<file path="src/include/simplez_cfg.svh">
// Build-time sizes: TXQ depth must be a power of two, AW must stay 9 to match the 12-bit format
`ifndef SIMPLEZ_CFG_SVH
`define SIMPLEZ_CFG_SVH

// --------------------------------------------------
// Memory
// --------------------------------------------------

// RAM address width, also the address field of an instruction
`define SIMPLEZ_AW 9

// --------------------------------------------------
// Screen path
// --------------------------------------------------

// Entries in the screen transmit queue (power of two)
`define SIMPLEZ_TXQ_DEPTH 4

// Clock cycles per serial bit
`define SIMPLEZ_BAUD_DIV 8

// --------------------------------------------------
// Core
// --------------------------------------------------

`define SIMPLEZ_WAIT_CYCLES 20  // Cycles spent in EXEC2 by WAIT

`endif

</file>
<file path="src/design/simplez_isa_pkg.sv">
// Instruction-set types; word is fixed at 12 bits and the address field follows SIMPLEZ_AW
`include "simplez_cfg.svh"

package simplez_isa_pkg;

  // --------------------------------------------------
  // Basic machine types
  // --------------------------------------------------
  typedef logic [11:0]            word_t;  // Data and instruction word
  typedef logic [`SIMPLEZ_AW-1:0] addr_t;  // Word address

  // Base opcodes, top three bits of the word
  typedef enum logic [2:0] {
    ST  = 3'd0,  // Store accumulator
    LD  = 3'd1,  // Load accumulator
    ADD = 3'd2,  // Add memory to accumulator
    BR  = 3'd3,  // Unconditional branch
    BZ  = 3'd4,  // Branch if Z set
    CLR = 3'd5,  // Clear accumulator
    DEC = 3'd6,  // Decrement accumulator
    EXT = 3'd7   // Extended group, see ext_op_e
  } opcode_e;

  // Extended opcodes, top four bits when the base opcode is EXT
  typedef enum logic [3:0] {
    HALTE = 4'hE,  // Stop forever
    WAIT  = 4'hF   // Fixed delay
  } ext_op_e;

  // --------------------------------------------------
  // Instruction word, two decodings of the same 12 bits
  // --------------------------------------------------
  typedef struct packed {
    opcode_e op;
    addr_t   addr;  // Operand or branch target
  } base_fmt_t;

  typedef struct packed {
    ext_op_e    op;
    logic [7:0] unused;  // Don't care for HALTE and WAIT
  } ext_fmt_t;

  typedef union packed {
    base_fmt_t base;
    ext_fmt_t  ext;
  } instr_u;

  // Core to RAM request, sampled on the rising edge
  typedef struct packed {
    logic  cs;     // Chip select
    logic  we;     // Write when set, read otherwise
    addr_t addr;
    word_t wdata;
  } mem_req_t;

endpackage

</file>
<file path="src/design/simplez_io_pkg.sv">
// Peripheral map and I/O bundles; everything at IO_BASE and above is kept out of RAM

package simplez_io_pkg;

  // --------------------------------------------------
  // Memory-mapped peripherals
  // --------------------------------------------------
  localparam simplez_isa_pkg::addr_t IO_BASE         = 9'h1F8;  // First non-RAM address
  localparam simplez_isa_pkg::addr_t LEDS_ADDR       = 9'h1FB;  // Write only
  localparam simplez_isa_pkg::addr_t SCR_STATUS_ADDR = 9'h1FC;  // Bit 0 is queue not full
  localparam simplez_isa_pkg::addr_t SCR_DATA_ADDR   = 9'h1FD;  // Write only
  localparam simplez_isa_pkg::addr_t KBD_DATA_ADDR   = 9'h1FE;  // No keyboard, reads 0
  localparam simplez_isa_pkg::addr_t KBD_STATUS_ADDR = 9'h1FF;  // Reads 0

  // Program load port, used while the core is in reset
  typedef struct packed {
    logic                   en;
    simplez_isa_pkg::addr_t addr;
    simplez_isa_pkg::word_t data;
  } ram_load_t;

  // Core to queue, single-cycle strobe
  typedef struct packed {
    logic       push;
    logic [7:0] data;
  } tx_push_t;

  // Queue head as seen by the transmitter
  typedef struct packed {
    logic       valid;  // Level, high while not empty
    logic [7:0] data;
  } tx_head_t;

endpackage

</file>
<file path="src/design/uart_tx.sv">
// 8N1 transmitter; takes a byte straight off the queue head, frames run back to back
`timescale 1ns/100ps
`include "simplez_cfg.svh"

module uart_tx (
  input  logic                     clk,
  input  logic                     rstn,
  input  simplez_io_pkg::tx_head_t head,  // Queue head
  output logic                     pop,   // Byte taken this cycle
  output logic                     tx     // Serial line, idles high
);
  localparam int DIV = `SIMPLEZ_BAUD_DIV;
  localparam int BW  = $clog2(DIV + 1);

  logic          busy;       // Frame in progress
  logic [BW-1:0] baud_cnt;   // Cycle within the bit
  logic [3:0]    bit_idx;    // 0 start, 1 to 8 data, 9 stop
  logic [8:0]    shreg;      // Data bits with the stop bit above
  logic          bit_end;
  logic          frame_end;

  assign bit_end   = busy && (baud_cnt == BW'(DIV - 1));
  assign frame_end = bit_end && (bit_idx == 4'd9);

  // Pull a byte when idle or as the stop bit finishes
  assign pop = head.valid && (!busy || frame_end);

  // --------------------------------------------------
  // Bit timing and line driver
  // --------------------------------------------------
  always_ff @(posedge clk) begin
    if (!rstn) begin
      busy     <= 1'b0;
      baud_cnt <= '0;
      bit_idx  <= '0;
      tx       <= 1'b1;
    end else if (pop) begin
      busy     <= 1'b1;
      baud_cnt <= '0;
      bit_idx  <= '0;
      tx       <= 1'b0;  // Start bit
    end else if (frame_end) begin
      busy <= 1'b0;      // Line already high from the stop bit
    end else if (bit_end) begin
      baud_cnt <= '0;
      bit_idx  <= bit_idx + 1'b1;
      tx       <= shreg[0];  // LSB first, then the stop 1
    end else if (busy) begin
      baud_cnt <= baud_cnt + 1'b1;
    end
  end

  // Shift register, refilled with ones from the top
  always_ff @(posedge clk) begin
    if (pop)
      shreg <= {1'b1, head.data};
    else if (bit_end)
      shreg <= {1'b1, shreg[8:1]};
  end

endmodule

</file>
<file path="config.mk">
export PLATFORM = sky130hd
export DESIGN_NAME = uart_tx
export DESIGN_NICKNAME = d
export VERILOG_FILES = /design/src/design/simplez_isa_pkg.sv /design/src/design/simplez_io_pkg.sv /design/src/design/uart_tx.sv
export VERILOG_INCLUDE_DIRS = /design/src /design/src/include
export SDC_FILE = /design/constraint.sdc
export NUM_CORES = 1
export LEC_CHECK = 0
export ABC_AREA = 0
export BUFFER_PORTS_ARGS = -buffer_cell sky130_fd_sc_hd__buf_2
export CORE_MARGIN = 2
export CORE_UTILIZATION = 30
export DETAILED_ROUTE_END_ITERATION = 10
export HOLD_SLACK_MARGIN = 0.12
export SYNTH_ARGS = -nofsm -noshare
export SYNTH_HDL_FRONTEND = slang
export SYNTH_SLANG_ARGS = --single-unit
export TNS_END_PERCENT = 10
</file>
<file path="constraint.sdc">
create_clock -name clk -period 2 [get_ports clk]
set_clock_uncertainty 0.15 [all_clocks]
set_input_delay 0.2 -clock clk [delete_from_list [all_inputs] [get_ports clk]]
set_output_delay 0.2 -clock clk [all_outputs]
set_load 0.05 [all_outputs]
</file>
==> flow_summary.ini <==
[run_status]
outcome = completed

[cells_and_area]
fillers = 279
utilization = 0.4049
drive_above_1_share = 0.2913
fin_nets = 118
stdcell_count = 134
final_common_cell = buf_2
n_antenna_cell = 0
final_cell_mix = buf_2, dfxtp_1, dlygate4sd3_1
syn_to_final_growth_pct = 27.84

[die]
core_area_mm2 = 0.002781
die-height_um = 58.19
rows = 19
boundaryPins = 13
dieWidth_um = 58.19
initial_core_util = 0.3167
dieArea_mm2 = 0.003385

[grt]
antenna_found_initial = 0
grt_first_pass_wirelength_mm = 2.746
grt_overflow = 0
grt_max_degree = 12
grtUsageTotal = 0.1066
grt_pass1_vias = 652

[logic_synthesis]
ys_seq_area_frac = 0.5000
synth_edf_count = 8
ys_types = 29
syn_avg_cell_area_um2 = 11.74
synth_area_um2 = 880.8
synth-seq-cells = 18
syn_nets = 89
synth_cells = 75
synth_flop_cell = dfxtp_1
async_reset_ff_frac = 0
yosysWarnings = 0

[power]
p_int_uw = 527.4
power_frac_comb = 0.138
power_switching_share = 0.2353
clkPwrFrac = 0.264
ir_drop_mv = 0.3728
power_density_mw_per_mm2 = 612.5
leakage_uw = 0.0004493
power_frac_seq = 0.598
switching_power_uw = 162.3

[detailed_routing]
routed_wirelength_mm = 1.574
viasPerCell = 5.000
route.detailed.drc = 0
antenna_left = 0
wl_per_cell_um = 11.75
firstDrtPassIters = 3
via_count = 670
drtIter0Drc = 5

[timing]
worst_pin_slew_ns = 0.3248
finalSetupTns_ns = 0
drv_slew = 0
period_minus_slack_ns = 1.911
hold_viol = 0
fmax_mhz = 523.4
finalSetupViolCount = 0
slew_headroom = 0.7829
post-route-period-util = 0.9553
fin_hold_ws_ns = 0.3438
rsz0062_at_grt = no

[clocking]
clockBufferDepth = 2
clk_pin_slew_ns = 0.10
cts_tree = yes
cts_htree_levels = 1
cts_buffers = 3
cts-root-buf = clkbuf_4
clock_latency_ns = 0.29
cts_sinks = 18

[worst_hold_path]
worst_hold_path.endpoint = baud_cnt[3]
min_path_cells = 2
hp-start = baud_cnt[3]
hold_path_class = flop to flop

[worst_setup_path]
worstPathRequired_ns = 1.90
end_kind = flop
startpoint_type = flop
rr_endpoint = shreg[3]
slowest_delay_ns = 0.39
crit_path_max_fanout = 8
crit_path_top_delay_cell = dfxtp_1
crit_arrival_ns = 1.81
r2r_cells = 5
reg2reg_setup_slack_ns = 0.09
crit_chain = ha_2, nand4b_4, o21ai_4, buf_4, mux2_2
criticalPathCategory = flop to flop
r2r_start = baud_cnt[0]

[job]
cap_violations = 0

[placed_design]
placement.io_buffers = 12
dp_hpwl_mm = 1.117
dpl.cell_count = 118
globalplace.congestion = 0.7499
[Yosys cell counts (2+ instances only)]
cell,n,area (µm²)
nand2_1,5,18.77
nand4b_1,2,17.52
edfxtp_1,8,240.2
or3_1,4,25.02
dfxtp_1,10,200.2
o21ai_0,7,35.03
ha_1,3,37.54
nand2b_1,2,12.51
mux2_2,7,78.83
nand3_1,2,10.01
inv_1,2,7.510
nand3b_1,3,22.52
a21oi_1,4,20.02
[layer usage]
| layer | vias to the layer above | global-route usage | share of wire |
|---|---|---|---|
| met5 | - | 0 | 0 |
| met4 | 0 | 0.04983 | 0 |
| met3 | 0 | 0.02679 | 0.027 |
| met2 | 9 | 0.1721 | 0.50 |
| met1 | 318 | 0.1331 | 0.47 |
| li1 | 343 | - | - |
[flip-flops by register name, indices dropped and copies added, names as in the netlist]
name      flops
shreg         8
bit_idx       4
tx            1
baud_cnt      4
busy          1
[power groups by stage]
stage | clock network [µW] | registers, µW | logic [µW]
floorplan | 0 | 425 | 46.0
CTS | 194 | 413 | 96.0
global route | 203 | 415 | 104
global placement | 0 | 421 | 75.1
finish | 182 | 412 | 95.4
detailed placement | 0 | 421 | 75.6
[metrics by stage]
step	setup slack (ns)	instance area (µm²)	total power [µW]
3_5_place_dp	0.07525	979.7	496.8
4_1_cts	0.04789	1124	702.6
5_1_grt	0.009204	1126	721.6
3_3_place_gp	0.1013	979.7	495.9
2_1_floorplan	0.001575	880.8	471.2
6_report	0.08932	1126	689.7
[area by class of cell]
cell class,count,area [µm²],area share
tap,31,38.79,0.03444
clock buffer,3,22.52,0.02000
clock inverter,1,3.754,0.003333
multi-input combinational,53,420.4,0.3733
timing repair buffer,26,192.7,0.1711
inverter,2,7.507,0.006667
sequential,18,440.4,0.3911
[worst max path at each step]
stage / from / endpoint / cells past startpoint
final: baud_cnt[0] / shreg[3] / 5
after floorplan: bit_idx[0] / shreg[0] / 4
after detailed placement: baud_cnt[0] / shreg[3] / 4
after global routing: baud_cnt[0] / shreg[3] / 5
after global placement: baud_cnt[0] / shreg[4] / 4
after CTS: baud_cnt[0] / shreg[3] / 5
[worst max-delay path: cells and delay by family, from the launching register on]
kind	cells	cell delay, ns
AO/OA/AOI/OAI	1	0.22
multiplexers	1	0.33
adder cells (fa/ha/maj)	1	0.24
buffers and inverters	1	0.16
AND/OR/NAND/NOR	1	0.19
flip-flops	1	0.39
[kinds of logic after synthesis]
group           share of synthesized area
mux                                0.1009
fa+ha+maj                         0.04262
buf+inv                           0.02557
flops                              0.5000
compound gates                     0.1293
xor+xnor                         0.009945
simple gates                       0.1918
[what timing repair did]
action	4_1_cts	5_1_grt
hold endpoints to repair	13	0
gates cloned	0	0
endpoints found under the setup margin	1	8
buffers inserted	2	0
resized for setup	1	1
pin swaps	1	0
hold buffers	10	0
No activity file was read; power rests on OpenSTA's default activity.
