### src/include/simplez_cfg.svh
// Build-time sizes: TXQ depth must be a power of two, AW must stay 9 to match the 12-bit format
`ifndef SIMPLEZ_CFG_SVH
`define SIMPLEZ_CFG_SVH

// --------------------------------------------------
// Memory
// --------------------------------------------------

// RAM address width, also the address field of an instruction
`define SIMPLEZ_AW 9

// --------------------------------------------------
// Screen path
// --------------------------------------------------

// Entries in the screen transmit queue (power of two)
`define SIMPLEZ_TXQ_DEPTH 4

// Clock cycles per serial bit
`define SIMPLEZ_BAUD_DIV 8

// --------------------------------------------------
// Core
// --------------------------------------------------

`define SIMPLEZ_WAIT_CYCLES 20  // Cycles spent in EXEC2 by WAIT

`endif

### src/design/simplez_isa_pkg.sv
// Instruction-set types; word is fixed at 12 bits and the address field follows SIMPLEZ_AW
`include "simplez_cfg.svh"

package simplez_isa_pkg;

  // --------------------------------------------------
  // Basic machine types
  // --------------------------------------------------
  typedef logic [11:0]            word_t;  // Data and instruction word
  typedef logic [`SIMPLEZ_AW-1:0] addr_t;  // Word address

  // Base opcodes, top three bits of the word
  typedef enum logic [2:0] {
    ST  = 3'd0,  // Store accumulator
    LD  = 3'd1,  // Load accumulator
    ADD = 3'd2,  // Add memory to accumulator
    BR  = 3'd3,  // Unconditional branch
    BZ  = 3'd4,  // Branch if Z set
    CLR = 3'd5,  // Clear accumulator
    DEC = 3'd6,  // Decrement accumulator
    EXT = 3'd7   // Extended group, see ext_op_e
  } opcode_e;

  // Extended opcodes, top four bits when the base opcode is EXT
  typedef enum logic [3:0] {
    HALTE = 4'hE,  // Stop forever
    WAIT  = 4'hF   // Fixed delay
  } ext_op_e;

  // --------------------------------------------------
  // Instruction word, two decodings of the same 12 bits
  // --------------------------------------------------
  typedef struct packed {
    opcode_e op;
    addr_t   addr;  // Operand or branch target
  } base_fmt_t;

  typedef struct packed {
    ext_op_e    op;
    logic [7:0] unused;  // Don't care for HALTE and WAIT
  } ext_fmt_t;

  typedef union packed {
    base_fmt_t base;
    ext_fmt_t  ext;
  } instr_u;

  // Core to RAM request, sampled on the rising edge
  typedef struct packed {
    logic  cs;     // Chip select
    logic  we;     // Write when set, read otherwise
    addr_t addr;
    word_t wdata;
  } mem_req_t;

endpackage

### src/design/simplez_io_pkg.sv
// Peripheral map and I/O bundles; everything at IO_BASE and above is kept out of RAM

package simplez_io_pkg;

  // --------------------------------------------------
  // Memory-mapped peripherals
  // --------------------------------------------------
  localparam simplez_isa_pkg::addr_t IO_BASE         = 9'h1F8;  // First non-RAM address
  localparam simplez_isa_pkg::addr_t LEDS_ADDR       = 9'h1FB;  // Write only
  localparam simplez_isa_pkg::addr_t SCR_STATUS_ADDR = 9'h1FC;  // Bit 0 is queue not full
  localparam simplez_isa_pkg::addr_t SCR_DATA_ADDR   = 9'h1FD;  // Write only
  localparam simplez_isa_pkg::addr_t KBD_DATA_ADDR   = 9'h1FE;  // No keyboard, reads 0
  localparam simplez_isa_pkg::addr_t KBD_STATUS_ADDR = 9'h1FF;  // Reads 0

  // Program load port, used while the core is in reset
  typedef struct packed {
    logic                   en;
    simplez_isa_pkg::addr_t addr;
    simplez_isa_pkg::word_t data;
  } ram_load_t;

  // Core to queue, single-cycle strobe
  typedef struct packed {
    logic       push;
    logic [7:0] data;
  } tx_push_t;

  // Queue head as seen by the transmitter
  typedef struct packed {
    logic       valid;  // Level, high while not empty
    logic [7:0] data;
  } tx_head_t;

endpackage

### src/design/tx_queue.sv
// Screen byte FIFO; depth must be a power of two and a push while full is not blocked here
`timescale 1ns/100ps
`include "simplez_cfg.svh"

module tx_queue (
  input  logic                     clk,
  input  logic                     rstn,
  input  simplez_io_pkg::tx_push_t push,  // From core
  input  logic                     pop,   // From transmitter
  output simplez_io_pkg::tx_head_t head,  // Oldest byte
  output logic                     full
);
  localparam int DEPTH = `SIMPLEZ_TXQ_DEPTH;
  localparam int PW    = $clog2(DEPTH);

  logic [7:0]    buf_mem [DEPTH];  // Payload, no reset
  logic [PW-1:0] wr_ptr;
  logic [PW-1:0] rd_ptr;
  logic [PW:0]   count;            // Occupancy, 0 to DEPTH

  // Storage
  always_ff @(posedge clk) begin
    if (push.push)
      buf_mem[wr_ptr] <= push.data;
  end

  // --------------------------------------------------
  // Pointers and count
  // --------------------------------------------------
  always_ff @(posedge clk) begin
    if (!rstn) begin
      wr_ptr <= '0;
      rd_ptr <= '0;
      count  <= '0;
    end else begin
      if (push.push)
        wr_ptr <= wr_ptr + 1'b1;  // Natural wrap
      if (pop)
        rd_ptr <= rd_ptr + 1'b1;
      case ({push.push, pop})
        2'b10:   count <= count + 1'b1;
        2'b01:   count <= count - 1'b1;
        default: count <= count;  // Both or none
      endcase
    end
  end

  assign full = (count == (PW + 1)'(DEPTH));
  assign head = '{valid: (count != '0), data: buf_mem[rd_ptr]};

endmodule

### config.mk
export PLATFORM = sky130hd
export DESIGN_NAME = tx_queue
export DESIGN_NICKNAME = d
export VERILOG_FILES = /design/src/design/simplez_isa_pkg.sv /design/src/design/simplez_io_pkg.sv /design/src/design/tx_queue.sv
export VERILOG_INCLUDE_DIRS = /design/src /design/src/include
export SDC_FILE = /design/constraint.sdc
export NUM_CORES = 1
export LEC_CHECK = 0
export BUFFER_PORTS_ARGS = -buffer_cell sky130_fd_sc_hd__buf_2
export CAP_MARGIN = 20
export CORE_MARGIN = 4
export CORE_UTILIZATION = 30
export DETAILED_ROUTE_END_ITERATION = 8
export GPL_TIMING_DRIVEN = 0
export PLACE_DENSITY = 0.6
export SYNTH_ARGS = -nofsm -noshare
export SYNTH_HDL_FRONTEND = slang
export SYNTH_SLANG_ARGS = --single-unit
export TNS_END_PERCENT = 50
### constraint.sdc
create_clock -name clk -period 1.3 [get_ports clk]
set_input_delay 0.13 -clock clk [delete_from_list [all_inputs] [get_ports clk]]
set_output_delay 0.13 -clock clk [all_outputs]
set_load 0.01 [all_outputs]
==> run metrics, run 1 <==
CTS sink cnt=approximately 40; required time of the critical path=1.17 ns; Placeable Area=5140 um^2; Clk Latency, worst-skew pair=0.29 ns; Mapped Cells=84; CTS tree=yes; remaining antenna violation count=0; vias in the first global route=862; Setup Total Neg Slack=-2.02 ns; Yosys reg bits=41; Synth cell types=18; Mapped Avg Cell Area=19.1 um^2; DRC errors left=0; CP Data Arrival Time=between 1 and 1.5 ns; CTS Buf Count=5; hpwl dp=1.83 mm; CTS max path bufs=2; largest net degree at the start of global routing=14; drt wl/cell=14.2 um; CP peak stage delay=0.52 ns; Port Buf Inserts=21; GRT Residual Overflow=0; maximum VDD drop=a little over 0.4 mV; Die W=~81 um; initial antenna violation count=0; worst clock skew=0.00490 ns; io pins=22; Syn Nets=102; min cycle time layout=1.56 ns; period utilisation layout=120%; Slew @ Worst Pin=around 0.25 ns; # nets final=131; total track usage=9.09%; vias=802; Initial Utilization=31.1%; most frequent cells in the layout=32 x edfxtp_1, 18 x buf_2, 8 x mux4_2; Synth-to-Final Area Change=21.5%; CTS Root Cell=clkbuf_8; Pwr Total=2.71 mW; site row count=26; final core occ=37.8%; vias per inst=4.36; RSZ-0062 raised after global routing=true; RePlAce Congestion=around 0.65; Die H=between 80 and 90 um; crit path kind=register to output port; slowest cell on the critical path=mux4_2; cts-stage hold buffer count=0; Worst setup EP type=output port; Seq/Total Area, Yosys=a little under three quarters; CP Max Fanout=8; Final Max Slew Viols=0; CP cell instances=buf_12, mux4_2, buf_6; Final setup viols=9; Power Density=1390 nW/um^2; share of cells above drive strength 1=43.0%; Max Cap Viol=0; outcome=complete, but fails checks; Post-Route WL=2.61 mm; failing checks=negative setup slack; worst hold path class=input port to register; Max Fclk=640 MHz; CTS H-Tree Depth=2; total of warnings raised by yosys=0; Reg clk slew, reported paths=0.07 ns; CP Launch Type=register; TritonRoute pass-1 iters=4; Post-Syn Area=1600 um^2; Die ar.=6570 um^2; DRT iter0 DRCs=19; antenna cells=0; Pleak=0.694 nW; first-pass GRT wire length=4.24 mm; endpoints failing hold=0; final setup margin=-0.262 ns; Rel. slew slack=~84%; commonest non-fill, non-tap cell in the layout=edfxtp_1
## report_power, final
group	leakage, nW	internal, mW	total [mW]	switching [mW]
clock	0.0455	0.370	0.786	0.416
sequential	0.370	1.50	1.54	0.0380
combinational	0.279	0.206	0.384	0.178
## state kept, by name (all words and copies together), names as in the netlist, named ones only
register / cells
rd_ptr: 2
wr_ptr: 2
count: 3
buf_mem: 32
## critical path, delay by kind of cell (launching register included)
family   cells  cell delay, ns
mux          1            0.52
buf+inv      2            0.28
flops        1            0.34
## layer usage
metal	track usage, %	wire, um	vias to the layer above
met5	0	0	-
met4	5.07	46	0
met3	2.77	148	5
met2	15.2	1370	25
met1	10.3	1050	400
li1	-	-	372
## metrics by stage
| step | std cells | cell area, um^2 | hold slack [ns] | worst slack, ns |
|---|---|---|---|---|
| final | 184 | 1940 | 0.0493 | -0.262 |
| after global routing | 184 | 1940 | 0.0508 | -0.319 |
| after CTS | 183 | 1920 | 0.0414 | -0.287 |
| after detailed placement | 175 | 1810 | 0.350 | -0.275 |
| after global placement | 175 | 1810 | 0.345 | -0.213 |
| after floorplan | 84 | 1620 | 0.229 | -0.000633 |
## cell type report
cell class / count / area [um^2]
Sequential cell: 41 / 1150
Tap cell: 70 / 87.6
Clock inverter: 3 / 17.5
Buffer: 2 / 25.0
Multi-Input combinational cell: 38 / 452
Clock buffer: 5 / 68.8
Timing Repair Buffer: 22 / 131
Fill cell: 517 / 3200
Inverter: 3 / 11.3
## logic make-up after synthesis
| group | share of synthesized area (%) |
|---|---|
| buf+inv | 1.72 |
| simple gates | 5.79 |
| compound gates | 0.782 |
| mux | 12.5 |
| xor+xnor | 2.74 |
| flops | 71.3 |
| fa+ha+maj | 5.16 |
## what timing repair did
item,4_1_cts,5_1_grt
gates resized for setup,10,4
setup buffers,0,1
endpoints found under the setup margin,42,21
pin swaps,0,1
## synth_stat cells
| library cell | number | area, um^2 |
|---|---|---|
| fa_1 | 1 | 20.0 |
| mux2i_1 | 2 | 20.0 |
| mux4_2 | 8 | 180 |
| xor2_1 | 2 | 17.5 |
| edfxtp_1 | 32 | 961 |
| ha_1 | 5 | 62.6 |
| clkbuf_2 | 1 | 5.00 |
| nand2_1 | 1 | 3.75 |
| buf_6 | 1 | 11.3 |
| inv_1 | 3 | 11.3 |
| xnor2_1 | 3 | 26.3 |
| or3_1 | 2 | 12.5 |
| nor3b_1 | 1 | 7.51 |
| nor2b_1 | 2 | 12.5 |
| o21ai_0 | 1 | 5.00 |
| and2_1 | 9 | 56.3 |
| a21boi_1 | 1 | 7.51 |
| dfxtp_1 | 9 | 180 |
## worst paths after layout
path	from	slack, ns	end	depth (start not counted)
max	register	-0.26	head[5]	3
min	push[0]	0.05	buf_mem[3][0]	1
max reg2reg	count[1]	-0.06	count[2]	4
min reg2reg	count[2]	0.51	count[2]	2
Note: power is estimated with default switching activity, not from simulation.
==> inputs of run 2 (changes only) <==
--- a/config.mk
+++ b/config.mk
@@ -12,7 +12,7 @@
 export CORE_UTILIZATION = 30
 export DETAILED_ROUTE_END_ITERATION = 8
 export GPL_TIMING_DRIVEN = 0
-export PLACE_DENSITY = 0.6
+export PLACE_DENSITY = 0.58
 export SYNTH_ARGS = -nofsm -noshare
 export SYNTH_HDL_FRONTEND = slang
 export SYNTH_SLANG_ARGS = --single-unit
==> constraint.sdc (replaced) <==
create_clock -name clk -period 2 [get_ports clk]
set_input_delay 0.2 -clock clk [delete_from_list [all_inputs] [get_ports clk]]
set_output_delay 0.2 -clock clk [all_outputs]
set_load 0.01 [all_outputs]
==> run 2 against run 1 <==
  * The run now ends clean
  * First-iteration DRC count rose to 3.2 times the previous value
  * Hold slack better by 0.080 ns
  * Clock skew about the same
  * Global-route usage down 0.17 points
  * Register-to-register slack better by 0.60 ns
  * Die area unchanged
  * Sequential share of layout area up 1.7 points
  * Combinational power down 43%
==> run metrics, run 2 (same netlist as run 1, synthesis figures left out) <==
drt wl/cell=14.0 um (-0.95%); DRC errors left=0 (unchanged); Post-Route WL=2.56 mm (-2.0%); Pwr Total=1.71 mW (-37%); endpoints failing hold=0 (unchanged); first-pass GRT wire length=4.17 mm (-1.6%); CTS sink cnt=41 (unchanged); Max Fclk=just over 600 MHz; min cycle time layout=1.65 ns; DRT iter0 DRCs=61 (+42); RSZ-0062 raised after global routing=false; worst clock skew=0.00534 ns (+0.000440 ns); # nets final=130 (-0.76%); remaining antenna violation count=0 (unchanged); Port Buf Inserts=21 (unchanged); total track usage=8.92% (-0.17 points); Final Instance Count excl. Fillers=182 (-1.1%); CTS Buf Count=5 (unchanged); Top Layer Used=met4; Power Density=911 nW/um^2 (-35%); TritonRoute pass-1 iters=4 (unchanged); GRT Residual Overflow=0 (unchanged); worst hold path class=input port to register; final core occ=36.4% (-1.4 points); Placeable Area=5140 um^2 (unchanged); antenna cells=0 (unchanged); largest net degree at the start of global routing=13 (-1); Synth-to-Final Area Change=17.0%; Die H=81.0 um (unchanged); Largest register FFs=32 (unchanged); Met3 Wirelength=186 um (+26%); Rel. slew slack=68.2% (-15 points); Final setup viols=0 (-9); M1 wire length=1.01 mm (-3.7%); Die W=81.0 um (unchanged); outcome=completed; vias=792 (-1.2%); Initial Utilization=31.1% (unchanged); largest reg by FF count=buf_mem; post-CTS resize count=0 (-10); initial antenna violation count=0 (unchanged); vias in the first global route=856 (-0.70%); Max Cap Viol=0 (unchanged); Reg clk slew, reported paths=0.07 ns (about the same); cts-stage hold buffer count=0 (unchanged); crit path kind=register to output port; RePlAce Congestion=0.623 (-4.4%); CTS max path bufs=2 (unchanged); setup bufs post-CTS=0 (unchanged); CP Data Arrival Time=1.45 ns (+0.02 ns); io pins=22 (unchanged); site row count=26 (unchanged); Worst setup EP type=output port; Pleak=0.669 nW (-3.6%); CTS tree=yes; CP Launch Type=register; commonest non-fill, non-tap cell in the layout=edfxtp_1; CP Max Fanout=8 (unchanged); maximum VDD drop=0.506 mV (+25%); vias per inst=4.35 (-0.16%); largest registers=buf_mem (32), count (3); share of cells above drive strength 1=33.0% (-9.9 points); period utilisation layout=around 80%; Clk Latency, worst-skew pair=0.28 ns (about the same); Final Max Slew Viols=0 (unchanged); required time of the critical path=1.80 ns (+0.63 ns); Setup Total Neg Slack=0 ns (+2.02 ns); CTS H-Tree Depth=2 (unchanged); DP Cell Count=175 (unchanged); Met2 Routed Length=1.34 mm (-1.8%); CTS Root Cell=clkbuf_8; most frequent cells in the layout=32 x edfxtp_1, 21 x buf_2, 9 x and2_1, 9 x dfxtp_1, 8 x mux4_2; Slew @ Worst Pin=0.477 ns (+0.232 ns); Die ar.=6570 um^2 (unchanged); worst reg2reg setup slack=0.54 ns (+0.60 ns)
[run 2: worst max-delay path, stage by stage, from the launching register on]
cell and delay (ns):
dfxtp_1 0.33, buf_6 0.17, mux4_2 0.51, buf_2 0.15
[run 2: where the power goes]
part | total [mW] | switching (mW) | internal (mW) | leakage [nW]
logic | 0.218 | 0.108 | 0.110 | 0.263
registers | 0.995 | 0.0239 | 0.971 | 0.368
clock network | 0.494 | 0.260 | 0.234 | 0.0377
total | 1.71 | 0.392 | 1.31 | 0.669
[run 2: metal layers]
layer | vias up | GRT usage, %
met1 | 398 | 8.76
met3 | 4 | 4.10
met2 | 22 | 16.4
met5 | - | 0
li1 | 368 | -
met4 | 0 | 3.04
[run 2: path summary, 6_finish.rpt]
check,startpoint,to,cells past startpoint
setup reg to reg,count[0],count[2],4
hold / removal,push[4],buf_mem[3][4],1
hold reg to reg,count[2],count[2],2
setup / recovery,register,head[0],3
[run 2: cell type report]
| type | count | area [um^2] |
|---|---|---|
| Clock buffer | 5 | 68.8 |
| Sequential cell | 41 | 1140 |
| Timing Repair Buffer | 21 | 105 |
| Tap cell | 70 | 87.6 |
| Clock inverter | 2 | 11.3 |
| Fill cell | 529 | 3270 |
| Inverter | 3 | 11.3 |
| Multi-Input combinational cell | 38 | 432 |
| Buffer | 2 | 16.3 |
[run 2: stage by stage]
step	worst slack, ns	cell area (um^2)	hold WS (ns)
finish	0.354	1870	0.129
global route	0.286	1870	0.113
CTS	0.312	1870	0.118
detailed placement	0.291	1790	0.420
global placement	0.352	1790	0.414
floorplan	0.567	1600	0.299
