**src/include/simplez_cfg.svh**
```systemverilog
// Build-time sizes: TXQ depth must be a power of two, AW must stay 9 to match the 12-bit format
`ifndef SIMPLEZ_CFG_SVH
`define SIMPLEZ_CFG_SVH

// --------------------------------------------------
// Memory
// --------------------------------------------------

// RAM address width, also the address field of an instruction
`define SIMPLEZ_AW 9

// --------------------------------------------------
// Screen path
// --------------------------------------------------

// Entries in the screen transmit queue (power of two)
`define SIMPLEZ_TXQ_DEPTH 4

// Clock cycles per serial bit
`define SIMPLEZ_BAUD_DIV 8

// --------------------------------------------------
// Core
// --------------------------------------------------

`define SIMPLEZ_WAIT_CYCLES 20  // Cycles spent in EXEC2 by WAIT

`endif

```
**src/design/simplez_isa_pkg.sv**
```systemverilog
// Instruction-set types; word is fixed at 12 bits and the address field follows SIMPLEZ_AW
`include "simplez_cfg.svh"

package simplez_isa_pkg;

  // --------------------------------------------------
  // Basic machine types
  // --------------------------------------------------
  typedef logic [11:0]            word_t;  // Data and instruction word
  typedef logic [`SIMPLEZ_AW-1:0] addr_t;  // Word address

  // Base opcodes, top three bits of the word
  typedef enum logic [2:0] {
    ST  = 3'd0,  // Store accumulator
    LD  = 3'd1,  // Load accumulator
    ADD = 3'd2,  // Add memory to accumulator
    BR  = 3'd3,  // Unconditional branch
    BZ  = 3'd4,  // Branch if Z set
    CLR = 3'd5,  // Clear accumulator
    DEC = 3'd6,  // Decrement accumulator
    EXT = 3'd7   // Extended group, see ext_op_e
  } opcode_e;

  // Extended opcodes, top four bits when the base opcode is EXT
  typedef enum logic [3:0] {
    HALTE = 4'hE,  // Stop forever
    WAIT  = 4'hF   // Fixed delay
  } ext_op_e;

  // --------------------------------------------------
  // Instruction word, two decodings of the same 12 bits
  // --------------------------------------------------
  typedef struct packed {
    opcode_e op;
    addr_t   addr;  // Operand or branch target
  } base_fmt_t;

  typedef struct packed {
    ext_op_e    op;
    logic [7:0] unused;  // Don't care for HALTE and WAIT
  } ext_fmt_t;

  typedef union packed {
    base_fmt_t base;
    ext_fmt_t  ext;
  } instr_u;

  // Core to RAM request, sampled on the rising edge
  typedef struct packed {
    logic  cs;     // Chip select
    logic  we;     // Write when set, read otherwise
    addr_t addr;
    word_t wdata;
  } mem_req_t;

endpackage

```
**src/design/simplez_io_pkg.sv**
```systemverilog
// Peripheral map and I/O bundles; everything at IO_BASE and above is kept out of RAM

package simplez_io_pkg;

  // --------------------------------------------------
  // Memory-mapped peripherals
  // --------------------------------------------------
  localparam simplez_isa_pkg::addr_t IO_BASE         = 9'h1F8;  // First non-RAM address
  localparam simplez_isa_pkg::addr_t LEDS_ADDR       = 9'h1FB;  // Write only
  localparam simplez_isa_pkg::addr_t SCR_STATUS_ADDR = 9'h1FC;  // Bit 0 is queue not full
  localparam simplez_isa_pkg::addr_t SCR_DATA_ADDR   = 9'h1FD;  // Write only
  localparam simplez_isa_pkg::addr_t KBD_DATA_ADDR   = 9'h1FE;  // No keyboard, reads 0
  localparam simplez_isa_pkg::addr_t KBD_STATUS_ADDR = 9'h1FF;  // Reads 0

  // Program load port, used while the core is in reset
  typedef struct packed {
    logic                   en;
    simplez_isa_pkg::addr_t addr;
    simplez_isa_pkg::word_t data;
  } ram_load_t;

  // Core to queue, single-cycle strobe
  typedef struct packed {
    logic       push;
    logic [7:0] data;
  } tx_push_t;

  // Queue head as seen by the transmitter
  typedef struct packed {
    logic       valid;  // Level, high while not empty
    logic [7:0] data;
  } tx_head_t;

endpackage

```
**src/design/simplez_core.sv**
```systemverilog
// Simplez control unit and datapath; a screen store stalls in EXEC1 while the queue is full
`timescale 1ns/100ps
`include "simplez_cfg.svh"

module simplez_core (
  input  logic                      clk,
  input  logic                      rstn,
  output simplez_isa_pkg::mem_req_t mem_req,    // To RAM, combinational
  input  simplez_isa_pkg::word_t    mem_rdata,  // Read data, one cycle latency
  input  logic                      txq_full,   // Screen queue level
  output simplez_io_pkg::tx_push_t  tx_push,    // Screen byte strobe
  output logic [7:0]                leds,
  output logic                      stop        // Sticky after HALTE
);
  import simplez_isa_pkg::*;
  import simplez_io_pkg::*;

  localparam int WAIT_W = $clog2(`SIMPLEZ_WAIT_CYCLES + 1);

  typedef enum logic [2:0] {INIT, FETCH, EXEC1, EXEC2, END} state_e;

  state_e            state;
  state_e            next_state;
  addr_t             pc;        // Program counter
  instr_u            ir;        // Instruction register
  word_t             acc;       // Accumulator
  logic              z;         // Set when acc was loaded with zero
  logic [WAIT_W-1:0] wait_cnt;

  // Microorders
  logic  pc_inc;
  logic  pc_load;
  logic  a_load;
  logic  halt;
  logic  wait_load;
  logic  led_we;
  logic  push_now;
  word_t alu_res;   // Value written to acc on a_load

  logic  is_io;     // Operand address is a peripheral
  word_t io_rdata;
  word_t operand;   // Second ALU input

  // --------------------------------------------------
  // Peripheral decode
  // --------------------------------------------------
  assign is_io = (ir.base.addr >= IO_BASE);

  always_comb begin
    case (ir.base.addr)
      SCR_STATUS_ADDR: io_rdata = {11'b0, ~txq_full};  // Room in the queue
      KBD_DATA_ADDR,
      KBD_STATUS_ADDR: io_rdata = '0;                  // No keyboard fitted
      default:         io_rdata = '0;
    endcase
  end

  // RAM data arrives in EXEC2 for the EXEC1 read
  assign operand = is_io ? io_rdata : mem_rdata;

  // --------------------------------------------------
  // Control unit
  // --------------------------------------------------
  always_comb begin
    next_state    = state;
    pc_inc        = 1'b0;
    pc_load       = 1'b0;
    a_load        = 1'b0;
    alu_res       = acc;
    halt          = 1'b0;
    wait_load     = 1'b0;
    led_we        = 1'b0;
    push_now      = 1'b0;
    mem_req.cs    = 1'b0;
    mem_req.we    = 1'b0;
    mem_req.addr  = (state == INIT) ? pc : ir.base.addr;  // Fetch from pc, else operand
    mem_req.wdata = acc;

    case (state)
      INIT: begin
        mem_req.cs = 1'b1;  // Instruction read
        next_state = FETCH;
      end

      FETCH: next_state = EXEC1;  // ir loads here

      EXEC1: begin
        case (ir.base.op)
          ST: begin
            next_state = END;
            if (!is_io) begin
              mem_req.cs = 1'b1;
              mem_req.we = 1'b1;
            end else if (ir.base.addr == LEDS_ADDR) begin
              led_we = 1'b1;
            end else if (ir.base.addr == SCR_DATA_ADDR) begin
              if (txq_full)
                next_state = EXEC1;  // Back-pressure, hold until room
              else
                push_now = 1'b1;
            end
          end
          LD, ADD: begin
            mem_req.cs = !is_io;  // Peripherals answer combinationally
            next_state = EXEC2;
          end
          BR: begin
            pc_load    = 1'b1;
            next_state = INIT;
          end
          BZ: begin
            if (z) begin
              pc_load    = 1'b1;
              next_state = INIT;
            end else begin
              next_state = END;
            end
          end
          CLR: begin
            a_load     = 1'b1;
            alu_res    = '0;
            next_state = END;
          end
          DEC: begin
            a_load     = 1'b1;
            alu_res    = acc - 1'b1;  // Wraps 0 to FFF
            next_state = END;
          end
          EXT: begin
            case (ir.ext.op)
              HALTE: halt = 1'b1;  // Stay here for good
              WAIT: begin
                wait_load  = 1'b1;
                next_state = EXEC2;
              end
              default: next_state = END;  // Unknown extension is a nop
            endcase
          end
        endcase
      end

      EXEC2: begin
        next_state = END;
        case (ir.base.op)
          LD: begin
            a_load  = 1'b1;
            alu_res = operand;
          end
          ADD: begin
            a_load  = 1'b1;
            alu_res = acc + operand;  // 12-bit wrap
          end
          EXT:     if (wait_cnt != '0) next_state = EXEC2;  // WAIT delay
          default: next_state = END;
        endcase
      end

      END: begin
        pc_inc     = 1'b1;
        next_state = INIT;
      end

      default: next_state = INIT;
    endcase
  end

  assign tx_push = '{push: push_now, data: acc[7:0]};

  // --------------------------------------------------
  // Registers
  // --------------------------------------------------
  always_ff @(posedge clk) begin
    if (!rstn) begin
      state <= INIT;
      pc    <= '0;
      acc   <= '0;
      z     <= 1'b0;
    end else begin
      state <= next_state;
      if (pc_load)
        pc <= ir.base.addr;
      else if (pc_inc)
        pc <= pc + 1'b1;
      if (a_load) begin
        acc <= alu_res;
        z   <= (alu_res == '0);  // Z tracks every acc load
      end
    end
  end

  always_ff @(posedge clk) begin
    if (state == FETCH)
      ir <= mem_rdata;
  end

  // WAIT timer, loaded in EXEC1 and counted down in EXEC2
  always_ff @(posedge clk) begin
    if (!rstn)
      wait_cnt <= '0;
    else if (wait_load)
      wait_cnt <= WAIT_W'(`SIMPLEZ_WAIT_CYCLES - 1);
    else if (state == EXEC2 && wait_cnt != '0)
      wait_cnt <= wait_cnt - 1'b1;
  end

  // LED port and stop flag
  always_ff @(posedge clk) begin
    if (!rstn) begin
      leds <= '0;
      stop <= 1'b0;
    end else begin
      if (led_we)
        leds <= acc[7:0];
      if (halt)
        stop <= 1'b1;
    end
  end

endmodule

```
**config.mk**
```make
export PLATFORM = sky130hd
export DESIGN_NAME = simplez_core
export DESIGN_NICKNAME = d
export VERILOG_FILES = /design/src/design/simplez_isa_pkg.sv /design/src/design/simplez_io_pkg.sv /design/src/design/simplez_core.sv
export VERILOG_INCLUDE_DIRS = /design/src /design/src/include
export SDC_FILE = /design/constraint.sdc
export NUM_CORES = 1
export LEC_CHECK = 0
export ABC_AREA = 1
export BUFFER_PORTS_ARGS = -buffer_cell sky130_fd_sc_hd__buf_2
export CAP_MARGIN = 20
export CELL_PAD_IN_SITES_DETAIL_PLACEMENT = 1
export CELL_PAD_IN_SITES_GLOBAL_PLACEMENT = 1
export CORE_MARGIN = 2
export CORE_UTILIZATION = 37
export DETAILED_ROUTE_END_ITERATION = 6
export PLACE_DENSITY = 0.83
export SYNTH_ARGS = -nofsm -noshare
export SYNTH_HDL_FRONTEND = slang
export SYNTH_SLANG_ARGS = --single-unit
```
**constraint.sdc**
```tcl
create_clock -name clk -period 2.55 [get_ports clk]
set_input_delay 0.1275 -clock clk [delete_from_list [all_inputs] [get_ports clk]]
set_output_delay 0.1275 -clock clk [all_outputs]
set_load 0.005 [all_outputs]
```
==> impl_metrics.env, run 1 <==
export IMPL_outcome="finished with violations"
export IMPL_violations_in_the_final_reports="negative setup slack"
export IMPL_placed_cells=841
export IMPL_synth_area_um2=4019
export IMPL_rsz_0062_raised_after_global_routing="true"
export IMPL_track_usage=0.2316
export IMPL_post_route_antenna_net_violation_count=0
export IMPL_drt_vias_per_instance=5.176
export IMPL_insertedDiodeCount=0
export IMPL_design_final_nets=743
export IMPL_core_area_um2=10700
export IMPL_worst_ep_arrival_time_ns=2.99
export IMPL_clock_insertion_delay_at_the_later_pin_of_the_skew_report_ns=0.32
export IMPL_synthCells=620
export IMPL_path_class="reg2reg"
export IMPL_postRouteWirelength_um=13230
export IMPL_timing_critical_path_from="ir[7]"
export IMPL_worst_ir_drop_vdd_mv=0.2103
export IMPL_worst_setup_slack_for_register_to_register_paths_ns=-0.17
export IMPL_power_frac_comb=0.364
export IMPL_dieHeight_um=108.2
export IMPL_clk_sink_count=51
export IMPL_h_tree_depth=2
export IMPL_synthTopCellsByArea="sky130_fd_sc_hd__dfxtp_1 19%, sky130_fd_sc_hd__nand2_1 13%, sky130_fd_sc_hd__inv_1 9.1%, sky130_fd_sc_hd__edfxtp_1 9.0%, sky130_fd_sc_hd__nand3_1 7.5%"
export IMPL_routed_wire_length_per_instance_um=15.42
export IMPL_grt_antenna_before_repair=0
export IMPL_hold_viol=0
export IMPL_fin_worst_skew_ns=0.01710
export IMPL_post_route_cells_drive_above_1_share=0.2577
export IMPL_swShare=0.3723
export IMPL_synth_sequential_area_ratio=0.2839
export IMPL_yosysTopAreaCell="sky130_fd_sc_hd__dfxtp_1"
export IMPL_route_vias_total=4441
export IMPL_initial_utilization=0.3757
export IMPL_synthesis_nets=646
export IMPL_grt_overflow_total=0
export IMPL_setup_ws_ns=-0.1737
export IMPL_timing_worst_slew_pin_value_ns=0.6076
export IMPL_fp_dieW_um=108.2
export IMPL_cts_tree="built"
export IMPL_cp_data_required_time_ns=2.82
export IMPL_drv_max_cap_violation_count=0
export IMPL_global_route_wire_length_before_repair_um=21490
export IMPL_seqPwrFrac=0.405
export IMPL_grt_max_degree=26
export IMPL_yosys_warnings=0
export IMPL_clk_root_buffer_cell="sky130_fd_sc_hd__clkbuf_8"
export IMPL_numPortBuffers=55
export IMPL_startpoint_of_the_tightest_hold_check_path="mem_rdata[8]"
export IMPL_critical_path_peak_fanout=3
export IMPL_clock_path_buffers=2
export IMPL_fin_worst_hold_slack_ns=0.01395
export IMPL_fin_cells=858
export IMPL_layout_area_overhead_vs_synth_pct=23.19
export IMPL_postSynthAreaPerCell_um2=6.482
export IMPL_cts_reportedPaths_clkPinSlew_ns=0.10
export IMPL_ys_ff_latch=51
export IMPL_power_per_cell_area_nw_per_um2=473.6
export IMPL_max_clock_freq_mhz=367.1
export IMPL_synth_lib_cells_used_distinct=52
export IMPL_startpoint_type="flop"
export IMPL_routabilityCongestion=0.8901
export IMPL_leakagePower_nw=2.476
export IMPL_grt_pass1_vias=4445
export IMPL_p_switching_mw=0.8731
export IMPL_setup_viol=2
export IMPL_worst_r2r_startpoint="ir[7]"
export IMPL_route_detailed_drc=0
export IMPL_tritoncts_num_buffers=5
export IMPL_power_report_internal_total_mw=1.472
export IMPL_floorplan_io_pins=56
export IMPL_hpwl_um=10680
export IMPL_drt_initial_drc_count=154
export IMPL_detailedRoute_firstPassIterationCount=4
export IMPL_timing_final_crit_share=1.068
export IMPL_floorplan_die_area_um2=11710
export IMPL_maxSlewViolCount=0
export IMPL_min_period_ns=2.724
export IMPL_min_delay_path_class="in2reg"
export IMPL_utilization=0.4628
export IMPL_max_slew_margin=0.5939
export IMPL_detailedPlace_worstSlack_ns=-0.2375
export IMPL_row_count=38
export IMPL_power_share_clock=0.231
export IMPL_yosys_area_top_type_share=0.1943
export IMPL_endpoint_kind="flop"
[flip-flops by register name, indices dropped and copies added, names as in the netlist]
register,count
acc,12
state,3
wait_cnt,5
leds,8
stop,1
pc,9
z,1
ir,12
[metal layers]
metal | vias up | GRT usage | routed length, um
li1 | 2196 | - | -
met1 | 2149 | 0.2755 | 5689
met2 | 71 | 0.4308 | 6827
met3 | 25 | 0.02712 | 364
met4 | 0 | 0.07509 | 352
met5 | - | 0 | 0
[critical path, stage by stage, from the launching register on]
cell and delay [ns]:
sky130_fd_sc_hd__edfxtp_1 0.37, sky130_fd_sc_hd__nand2_2 0.07, sky130_fd_sc_hd__nor2_4 0.14, sky130_fd_sc_hd__nand4_1 0.12, sky130_fd_sc_hd__o21ai_2 0.17, sky130_fd_sc_hd__ha_2 0.22
sky130_fd_sc_hd__fa_2 0.45, sky130_fd_sc_hd__nand2_2 0.09, sky130_fd_sc_hd__nand3_2 0.08, sky130_fd_sc_hd__o211ai_2 0.07, sky130_fd_sc_hd__inv_1 0.05, sky130_fd_sc_hd__or2_1 0.22
sky130_fd_sc_hd__nor2_1 0.11, sky130_fd_sc_hd__nand2_1 0.06, sky130_fd_sc_hd__nor2_1 0.11, sky130_fd_sc_hd__nand2_1 0.06, sky130_fd_sc_hd__nor2_1 0.09, sky130_fd_sc_hd__nand3_1 0.09
sky130_fd_sc_hd__a21oi_2 0.11
[stage by stage]
stage	instance area, um^2	setup TNS (ns)	power [mW]
2_1_floorplan	4035	-0.04353	1.474
3_3_place_gp	4708	-0.08300	1.744
3_5_place_dp	4708	-0.2739	1.781
4_1_cts	4837	-0.2086	2.328
5_1_grt	4951	-1.141	2.507
6_report	4951	-0.2482	2.345
[Yosys cell counts, drive strengths merged]
| cell type | instances |
|---|---|
| nor3 | 11 |
| a21boi | 2 |
| inv | 102 |
| o21bai | 2 |
| nor3b | 1 |
| a31oi | 5 |
| o221ai | 4 |
| ha | 10 |
| o211ai | 2 |
| edfxtp | 12 |
| nand4 | 10 |
| dfxtp | 39 |
| xor2 | 7 |
| o31ai | 1 |
| nand2 | 154 |
| o22ai | 1 |
| clkbuf | 7 |
| fa | 1 |
| nor2 | 75 |
| a221oi | 1 |
| a211oi | 8 |
| buf | 16 |
| o21ai | 39 |
| clkinv | 3 |
| a21oi | 28 |
| or2 | 6 |
| nand3b | 1 |
| nand3 | 65 |
| mux2 | 2 |
| a211o | 1 |
| a32oi | 1 |
| nor4 | 3 |
[final timing paths]
check	cells after the start	to
hold reg to reg	2	wait_cnt[4]
setup / recovery	18	z
hold / removal	1	ir[8]
setup reg to reg	18	z
[kinds of logic (layout without fill, tap and decap cells)]
family / after synthesis / count (layout) / synth area share
AND/OR/NAND/NOR: 326 / 326 / 0.3801
AO/OA/AOI/OAI: 95 / 95 / 0.1438
flip-flops: 51 / 51 / 0.2839
buffers and inverters: 128 / 226 / 0.1351
multiplexers: 2 / 2 / 0.005604
adder cells (fa/ha/maj): 11 / 11 / 0.03611
XOR/XNOR: 7 / 7 / 0.01526
[layout make-up]
class / count / area (um^2)
fillers: 1493 / 5747
multi-input cells: 441 / 2421
flip-flops and latches: 51 / 1141
repair buffers: 113 / 710.7
inverters: 105 / 399.1
well taps: 140 / 175.2
clock buffers: 7 / 97.59
clock inverters: 1 / 6.256
[cells in the final DEF (no fill, tap or decap), drive strengths merged, types with 2 or more instances in the layout]
cell | synthesis | routed
nand2 | 154 | 154
buf | 16 | 113
inv | 102 | 103
nor2 | 75 | 75
nand3 | 65 | 65
dfxtp | 39 | 39
o21ai | 39 | 39
a21oi | 28 | 28
edfxtp | 12 | 12
nor3 | 11 | 11
nand4 | 10 | 10
ha | 10 | 10
a211oi | 8 | 8
xor2 | 7 | 7
clkbuf | 7 | 7
or2 | 6 | 6
a31oi | 5 | 5
o221ai | 4 | 4
clkinv | 3 | 3
nor4 | 3 | 3
mux2 | 2 | 2
o21bai | 2 | 2
o211ai | 2 | 2
a21boi | 2 | 2
[what timing repair did]
| item | CTS | global route |
|---|---|---|
| hold buffers | 0 | 0 |
| buffers inserted | 1 | 8 |
| resized for setup | 5 | 15 |
| pin swaps | 5 | 6 |
| endpoints found under the setup margin | 3 | 10 |
| gates cloned | 0 | 0 |
[power by group through the flow]
| stage | clock (mW) | sequential [mW] | combinational (mW) |
|---|---|---|---|
| final | 0.543 | 0.949 | 0.853 |
| after global routing | 0.589 | 0.958 | 0.961 |
| after CTS | 0.554 | 0.947 | 0.827 |
| after detailed placement | 0 | 0.965 | 0.816 |
| after global placement | 0 | 0.960 | 0.783 |
| after floorplan | 0 | 0.953 | 0.521 |
Power figures use the tool's default switching activity.
==> run 2, diff against run 1 <==
- CORE_MARGIN: 2 -> 4
==> run 2 against run 1 <==
Net effect: the run still ends with negative setup slack left; routed wire length rose by 9.4%; clock skew is 0.0017 ns higher; total power fell by 0.21%; die area up 7.5%; global-route usage down 0.80 points; worst setup slack worse by 0.16 ns; hold slack lost 0.0031 ns; combinational power rose by 5.4%; clock power shrank 10%; via count grew 2.4%.
==> impl_metrics.env, run 2 (synthesis results as in run 1) <==
export IMPL_outcome="finished with violations"
export IMPL_violations_in_the_final_reports="negative setup slack"
export IMPL_globalRouteMet3Util=0.03612
export IMPL_setup_ws_ns=-0.3302
export IMPL_timing_worst_slew_pin_value_ns=0.6304
export IMPL_route_vias_total=4549
export IMPL_worst_setup_slack_for_register_to_register_paths_ns=-0.33
export IMPL_clk_sink_count=51
export IMPL_drv_max_cap_violation_count=0
export IMPL_tritoncts_num_buffers=5
export IMPL_cts_tree="built"
export IMPL_clock_insertion_delay_at_the_later_pin_of_the_skew_report_ns=0.33
export IMPL_fp_dieW_um=112.2
export IMPL_cts_reportedPaths_clkPinSlew_ns=0.10
export IMPL_track_usage=0.2236
export IMPL_worst_r2r_startpoint="ir[5]"
export IMPL_hold_viol=0
export IMPL_startpoint_of_the_tightest_hold_check_path="mem_rdata[4]"
export IMPL_layout_area_overhead_vs_synth_pct=26.84
export IMPL_hold_path_endpoint="ir[4]"
export IMPL_max_slew_margin=0.5787
export IMPL_min_period_ns=2.880
export IMPL_design_final_nets=749
export IMPL_postRouteWirelength_um=14480
export IMPL_grt_max_degree=19
export IMPL_dpl_cell_area_um2=4741
export IMPL_drt_vias_per_instance=5.290
export IMPL_grt_pass1_vias=4755
export IMPL_power_per_cell_area_nw_per_um2=459.1
export IMPL_grt_antenna_before_repair=0
export IMPL_dieHeight_um=112.2
export IMPL_detailedRoute_firstPassIterationCount=4
export IMPL_min_delay_path_class="in2reg"
export IMPL_path_class="reg2reg"
export IMPL_post_route_cells_drive_above_1_share=0.2901
export IMPL_numPortBuffers=55
export IMPL_reg_largest_list="acc: 12 flops, ir: 12 flops, pc: 9 flops"
export IMPL_insertedDiodeCount=0
export IMPL_worstReg2RegEnd="z"
export IMPL_core_area_um2=10460
export IMPL_finish_instance_area_um2=5097
export IMPL_grt_overflow_total=0
export IMPL_clk_root_buffer_cell="sky130_fd_sc_hd__clkbuf_8"
export IMPL_worst_reg_to_reg_path_cell_count=18
export IMPL_grt_busiest_layer="met2"
export IMPL_max_clock_freq_mhz=347.2
export IMPL_global_route_wire_length_before_repair_um=23320
export IMPL_clock_path_buffers=2
export IMPL_endpoint_kind="flop"
export IMPL_cp_data_required_time_ns=2.82
export IMPL_timing_final_crit_share=1.130
export IMPL_global_route_usage_met1=0.2625
export IMPL_routabilityCongestion=0.9186
export IMPL_grt_met2_usage=0.4120
export IMPL_worst_ir_drop_vdd_mv=0.2301
export IMPL_critical_path_peak_fanout=3
export IMPL_utilization=0.4872
export IMPL_maxSlewViolCount=0
export IMPL_hpwl_um=11200
export IMPL_setup_viol=1
export IMPL_rsz_0062_raised_after_global_routing="true"
export IMPL_layout_commonest_cell="sky130_fd_sc_hd__nand2_1"
export IMPL_floorplan_io_pins=56
export IMPL_holdPathStages=1
export IMPL_drt_initial_drc_count=214
export IMPL_startpoint_type="flop"
export IMPL_floorplan_die_area_um2=12590
export IMPL_initial_utilization=0.3841
export IMPL_row_count=37
export IMPL_route_detailed_drc=0
export IMPL_mostFrequentLayoutCells="124 x sky130_fd_sc_hd__nand2_1, 97 x sky130_fd_sc_hd__inv_1, 63 x sky130_fd_sc_hd__nor2_1"
export IMPL_h_tree_depth=2
export IMPL_worst_ep_arrival_time_ns=3.15
export IMPL_fin_worst_skew_ns=0.01883
export IMPL_routed_wire_length_per_instance_um=16.83
export IMPL_post_route_antenna_net_violation_count=0
export IMPL_leakagePower_nw=2.524
[run 2: cell count changes in the layout (fill, tap and decap cells not counted), moves of 3 or more]
cell,delta
sky130_fd_sc_hd__nand3_2,+3
sky130_fd_sc_hd__nor2_1,-3
sky130_fd_sc_hd__nand2_2,+6
sky130_fd_sc_hd__buf_4,+3
sky130_fd_sc_hd__nand3_1,-4
sky130_fd_sc_hd__nand2_1,-7
[run 2: worst max path at each step]
stage / from / to / slack, ns / cells after the start
6_report: ir[5] / z / -0.33 / 18
5_1_grt: ir[4] / z / -0.56 / 18
4_1_cts: ir[4] / z / -0.26 / 18
3_5_place_dp: ir[3] / z / -0.38 / 18
3_3_place_gp: ir[3] / z / -0.11 / 18
2_1_floorplan: ir[5] / z / -0.04 / 19
[run 2: power by group]
group	total [mW]	switching, mW	internal [mW]	leakage (nW)
clock network	0.486	0.293	0.194	0.0455
registers	0.955	0.0681	0.887	0.428
logic	0.899	0.551	0.348	2.05
[run 2: repair_timing]
| action | 4_1_cts | 5_1_grt |
|---|---|---|
| endpoints found under the setup margin | 1 | 10 |
| gates resized for setup | 9 | 38 |
| hold endpoints to repair | 0 | 0 |
| pin swaps | 1 | 19 |
| hold buffers | 0 | 0 |
| buffers inserted | 2 | 8 |
[run 2: layout make-up]
| type | instances | area (um^2) |
|---|---|---|
| Fill cell | 1448 | 5365 |
| Multi-Input combinational cell | 441 | 2527 |
| Sequential cell | 51 | 1141 |
| Timing Repair Buffer | 119 | 775.7 |
| Inverter | 105 | 399.1 |
| Tap cell | 136 | 170.2 |
| Clock buffer | 6 | 72.57 |
| Clock inverter | 2 | 11.26 |
[run 2: metal layers]
layer | routed length (um) | part of all wire
met5 | 0 | 0
met4 | 518 | 0.036
met3 | 618 | 0.043
met2 | 7552 | 0.52
met1 | 5786 | 0.40
[run 2: worst max-delay path: stages (launching register included)]
cell and delay [ns]:
sky130_fd_sc_hd__edfxtp_1 0.39, sky130_fd_sc_hd__nand2_2 0.09, sky130_fd_sc_hd__nor2_4 0.16, sky130_fd_sc_hd__nand4_1 0.12
sky130_fd_sc_hd__o21ai_2 0.16, sky130_fd_sc_hd__ha_2 0.21, sky130_fd_sc_hd__fa_2 0.44, sky130_fd_sc_hd__nand2_2 0.08
sky130_fd_sc_hd__nand3_2 0.09, sky130_fd_sc_hd__o211ai_2 0.08, sky130_fd_sc_hd__inv_1 0.05, sky130_fd_sc_hd__or2_1 0.22
sky130_fd_sc_hd__nor2_1 0.12, sky130_fd_sc_hd__nand2_1 0.10, sky130_fd_sc_hd__nor2_2 0.11, sky130_fd_sc_hd__nand2_1 0.07
sky130_fd_sc_hd__nor2_1 0.11, sky130_fd_sc_hd__nand3_1 0.09, sky130_fd_sc_hd__a21oi_2 0.14
[run 2: per-stage QoR]
| step | hold WS (ns) | worst slack [ns] | std cells | power (mW) | setup TNS, ns |
|---|---|---|---|---|---|
| after detailed placement | 0.3266 | -0.3780 | 842 | 1.804 | -0.3780 |
| after global placement | 0.3250 | -0.1066 | 842 | 1.760 | -0.1066 |
| after floorplan | 0.2264 | -0.04353 | 620 | 1.474 | -0.04353 |
| after CTS | 0.008061 | -0.2607 | 852 | 2.292 | -0.2607 |
| final | 0.01084 | -0.3302 | 860 | 2.340 | -0.3302 |
| after global routing | 0.002303 | -0.5645 | 860 | 2.494 | -1.296 |
==> run 3, diff against run 2 <==
- ABC_AREA: 1 -> 0
- CORE_ASPECT_RATIO: default -> 1.1
- CORE_UTILIZATION: 37 -> 39
- GPL_ROUTABILITY_DRIVEN: default -> 0
==> run 3 against run 2 <==
Net effect: the run ends with design-rule violations, negative setup slack left; critical path depth down 1; worst setup slack worse by 1.1 ns; total power rose by 44%; utilization up 8.0 points; largest power group is now combinational cells; clock power up 29%; routed wire length rose by 45%; sequential power increased by 8%; fmax is 28% lower; synthesized cell count fell by 21%; cell count decreased by 11%; largest cell class unchanged; non-clock buffer count rose by 66; hold slack got worse by 0.00053 ns.
==> impl_metrics.env, run 3 <==
export IMPL_outcome="finished with violations"
export IMPL_violations_in_the_final_reports="design-rule violations, negative setup slack"
export IMPL_row_count=38
export IMPL_timing_worst_slew_pin_value_ns=0.6222
export IMPL_timing_final_crit_share=1.564
export IMPL_h_tree_depth=2
export IMPL_most_instantiated_cells_after_synthesis="55 x sky130_fd_sc_hd__nor2_1, 46 x sky130_fd_sc_hd__nand2_1, 39 x sky130_fd_sc_hd__dfxtp_1, 35 x sky130_fd_sc_hd__a21oi_1, 21 x sky130_fd_sc_hd__clkbuf_1"
export IMPL_hold_viol=0
export IMPL_seq_area_um2=1141
export IMPL_max_clock_freq_mhz=250.7
export IMPL_global_route_wire_length_before_repair_um=28340
export IMPL_postSynthAreaPerCell_um2=7.965
export IMPL_fp_dieW_um=103.3
export IMPL_setup_viol=12
export IMPL_grt_pass1_vias=5126
export IMPL_synth_lib_cells_used_distinct=77
export IMPL_max_slew_margin=0.5843
export IMPL_power_per_cell_area_nw_per_um2=605.8
export IMPL_setup_ws_ns=-1.439
export IMPL_cts_tree="built"
export IMPL_floorplan_io_pins=56
export IMPL_leakagePower_nw=2.384
export IMPL_worst_ir_drop_vdd_mv=0.2349
export IMPL_insertedDiodeCount=0
export IMPL_drt_vias_per_instance=6.597
export IMPL_multi_input_combinational_cell_area_um2=2840
export IMPL_reg_largest_list="acc: 12 flops, ir: 12 flops, pc: 9 flops"
export IMPL_endpoint_kind="flop"
export IMPL_timing_critical_path_max_delay_family="compound AO/OA/AOI/OAI gates"
export IMPL_post_route_antenna_net_violation_count=0
export IMPL_total_power_mw=3.367
export IMPL_path_class="reg2reg"
export IMPL_dieHeight_um=112.8
export IMPL_cts_reportedPaths_clkPinSlew_ns=0.11
export IMPL_clk_root_buffer_cell="sky130_fd_sc_hd__clkbuf_8"
export IMPL_synthMostInstantiatedCell="sky130_fd_sc_hd__nor2_1"
export IMPL_fillers=1184
export IMPL_layout_commonest_cell="sky130_fd_sc_hd__buf_4"
export IMPL_synthesis_nets=515
export IMPL_drt_initial_drc_count=436
export IMPL_startpoint_type="flop"
export IMPL_yosys_area_top_type_share=0.2004
export IMPL_synth_top_flop_cell="sky130_fd_sc_hd__dfxtp_1"
export IMPL_worst_ep_arrival_time_ns=4.24
export IMPL_post_route_cells_drive_above_1_share=0.4099
export IMPL_clock_insertion_delay_at_the_later_pin_of_the_skew_report_ns=0.33
export IMPL_design_final_nets=669
export IMPL_route_vias_total=5040
export IMPL_path_cells="buf_4 -> nand4_1 -> o21ai_2 -> nand2_4 -> ha_4 -> buf_6 -> nand3_4 -> nand2_4 -> a311oi_4 -> a21oi_2 -> a211o_1 -> buf_4 -> or3_4 -> a31o_1 -> o2111ai_2 -> nand4_1 -> o22ai_1"
export IMPL_synthTopCellsByArea="sky130_fd_sc_hd__dfxtp_1 20%, sky130_fd_sc_hd__edfxtp_1 9.3%, sky130_fd_sc_hd__nor2_1 5.3%, sky130_fd_sc_hd__a21oi_1 4.5%, sky130_fd_sc_hd__nand2_1 4.4%"
export IMPL_drv_max_cap_violation_count=0
export IMPL_ys_async_sr_fraction=0
export IMPL_floorplan_die_area_um2=11650
export IMPL_hpwl_um=12870
export IMPL_min_period_ns=3.989
export IMPL_initial_utilization=0.3977
export IMPL_clock_path_buffers=2
export IMPL_synth_area_um2=3895
export IMPL_grt_antenna_before_repair=0
export IMPL_layout_area_overhead_vs_synth_pct=42.69
export IMPL_critical_path_peak_fanout=5
export IMPL_tritoncts_num_buffers=5
export IMPL_cpMaxStageDelayCell="sky130_fd_sc_hd__a311oi_4"
export IMPL_grt_overflow_total=0
export IMPL_routed_wire_length_per_instance_um=27.38
export IMPL_min_delay_path_class="in2reg"
export IMPL_yosys_warnings=0
export IMPL_mostFrequentLayoutCells="123 x sky130_fd_sc_hd__buf_4, 55 x sky130_fd_sc_hd__buf_2, 52 x sky130_fd_sc_hd__nor2_1"
export IMPL_slowest_delay_ns=0.60
export IMPL_fin_tns_setup_ns=-10.66
export IMPL_rsz_0062_raised_after_global_routing="true"
export IMPL_detailedPlace_worstSlack_ns=-1.246
export IMPL_clk_sink_count=51
export IMPL_synthCells=489
export IMPL_route_detailed_drc=1
export IMPL_grt_max_degree=28
export IMPL_crit_path_buf_inv_count=3
export IMPL_synth_enable_flop_cells=12
export IMPL_maxSlewViolCount=0
export IMPL_cp_data_required_time_ns=2.80
export IMPL_fin_worst_skew_ns=0.01324
export IMPL_yosysTopAreaCell="sky130_fd_sc_hd__dfxtp_1"
export IMPL_track_usage=0.3154
export IMPL_detailedRoute_firstPassIterationCount=7
export IMPL_numPortBuffers=55
export IMPL_ys_ff_latch=51
export IMPL_synth_sequential_area_ratio=0.2930
export IMPL_postRouteWirelength_um=20920
export IMPL_core_area_um2=9794
## run 3: cell count changes after synthesis, moves of 9 or more
cell                       before  now
sky130_fd_sc_hd__a21oi_1       26   35
sky130_fd_sc_hd__clkbuf_1       7   21
sky130_fd_sc_hd__nand2_1      140   46
sky130_fd_sc_hd__xnor2_1        0    9
sky130_fd_sc_hd__o21ai_0       35   20
sky130_fd_sc_hd__and2_1         0   19
sky130_fd_sc_hd__nand3_1       60   15
sky130_fd_sc_hd__nor2_1        69   55
sky130_fd_sc_hd__inv_1         97    9
## run 3: metrics by stage
step	cell area, um^2	utilization	hold slack, ns	instances
2_1_floorplan	4001	-	0.2264	489
3_3_place_gp	5024	0.5129	0.3213	735
3_5_place_dp	5024	0.5129	0.3199	735
4_1_cts	5311	0.5423	0.003517	755
5_1_grt	5558	0.5675	0.01163	764
6_report	5558	0.5675	0.01031	764
## run 3: path summary, 6_finish.rpt
path / from / to / slack (ns) / cells after the start
max reg2reg: ir[6] / z / -1.44 / 17
min reg2reg: stop / stop / 0.48 / 2
min: mem_rdata[0] / ir[0] / 0.01 / 1
max: ir[6] / z / -1.44 / 17
## run 3: cells by family after synthesis
family | count (synthesis) | synth area share
multiplexers | 15 | 0.04144
buffers and inverters | 48 | 0.06200
AO/OA/AOI/OAI | 137 | 0.2458
AND/OR/NAND/NOR | 208 | 0.2753
XOR/XNOR | 17 | 0.04016
adder cells (fa/ha/maj) | 13 | 0.04240
flip-flops | 51 | 0.2930
## run 3: power breakdown
part	internal [mW]	total, mW	switching (mW)	leakage, nW
registers	0.915	1.03	0.119	0.427
logic	0.769	1.71	0.938	1.90
clock network	0.294	0.625	0.332	0.0581
total	1.98	3.37	1.39	2.38
## run 3: final cells by class
class	instances	area share
Clock buffer	5	0.01238
Clock inverter	3	0.007879
Inverter	10	0.006754
Multi-Input combinational cell	390	0.5110
Sequential cell	51	0.2053
Tap cell	120	0.02701
Timing Repair Buffer	185	0.2296
## run 3: metal layers
layer | part of all wire | vias to the layer above | global-route usage
met5 | 0 | - | 0
met4 | 0.085 | 0 | 0.1986
met3 | 0.085 | 146 | 0.05425
met2 | 0.49 | 368 | 0.5563
met1 | 0.34 | 2417 | 0.3404
li1 | - | 2109 | -
## run 3: timing repair
item                                    in CTS  in global routing
hold buffers                                 1                  0
endpoints found under the hold margin        1                  0
resized for setup                           24                 34
pin swaps                                   25                 19
buffers inserted                            11                 11
endpoints found under the setup margin      12                 12
cloned                                       0                  0
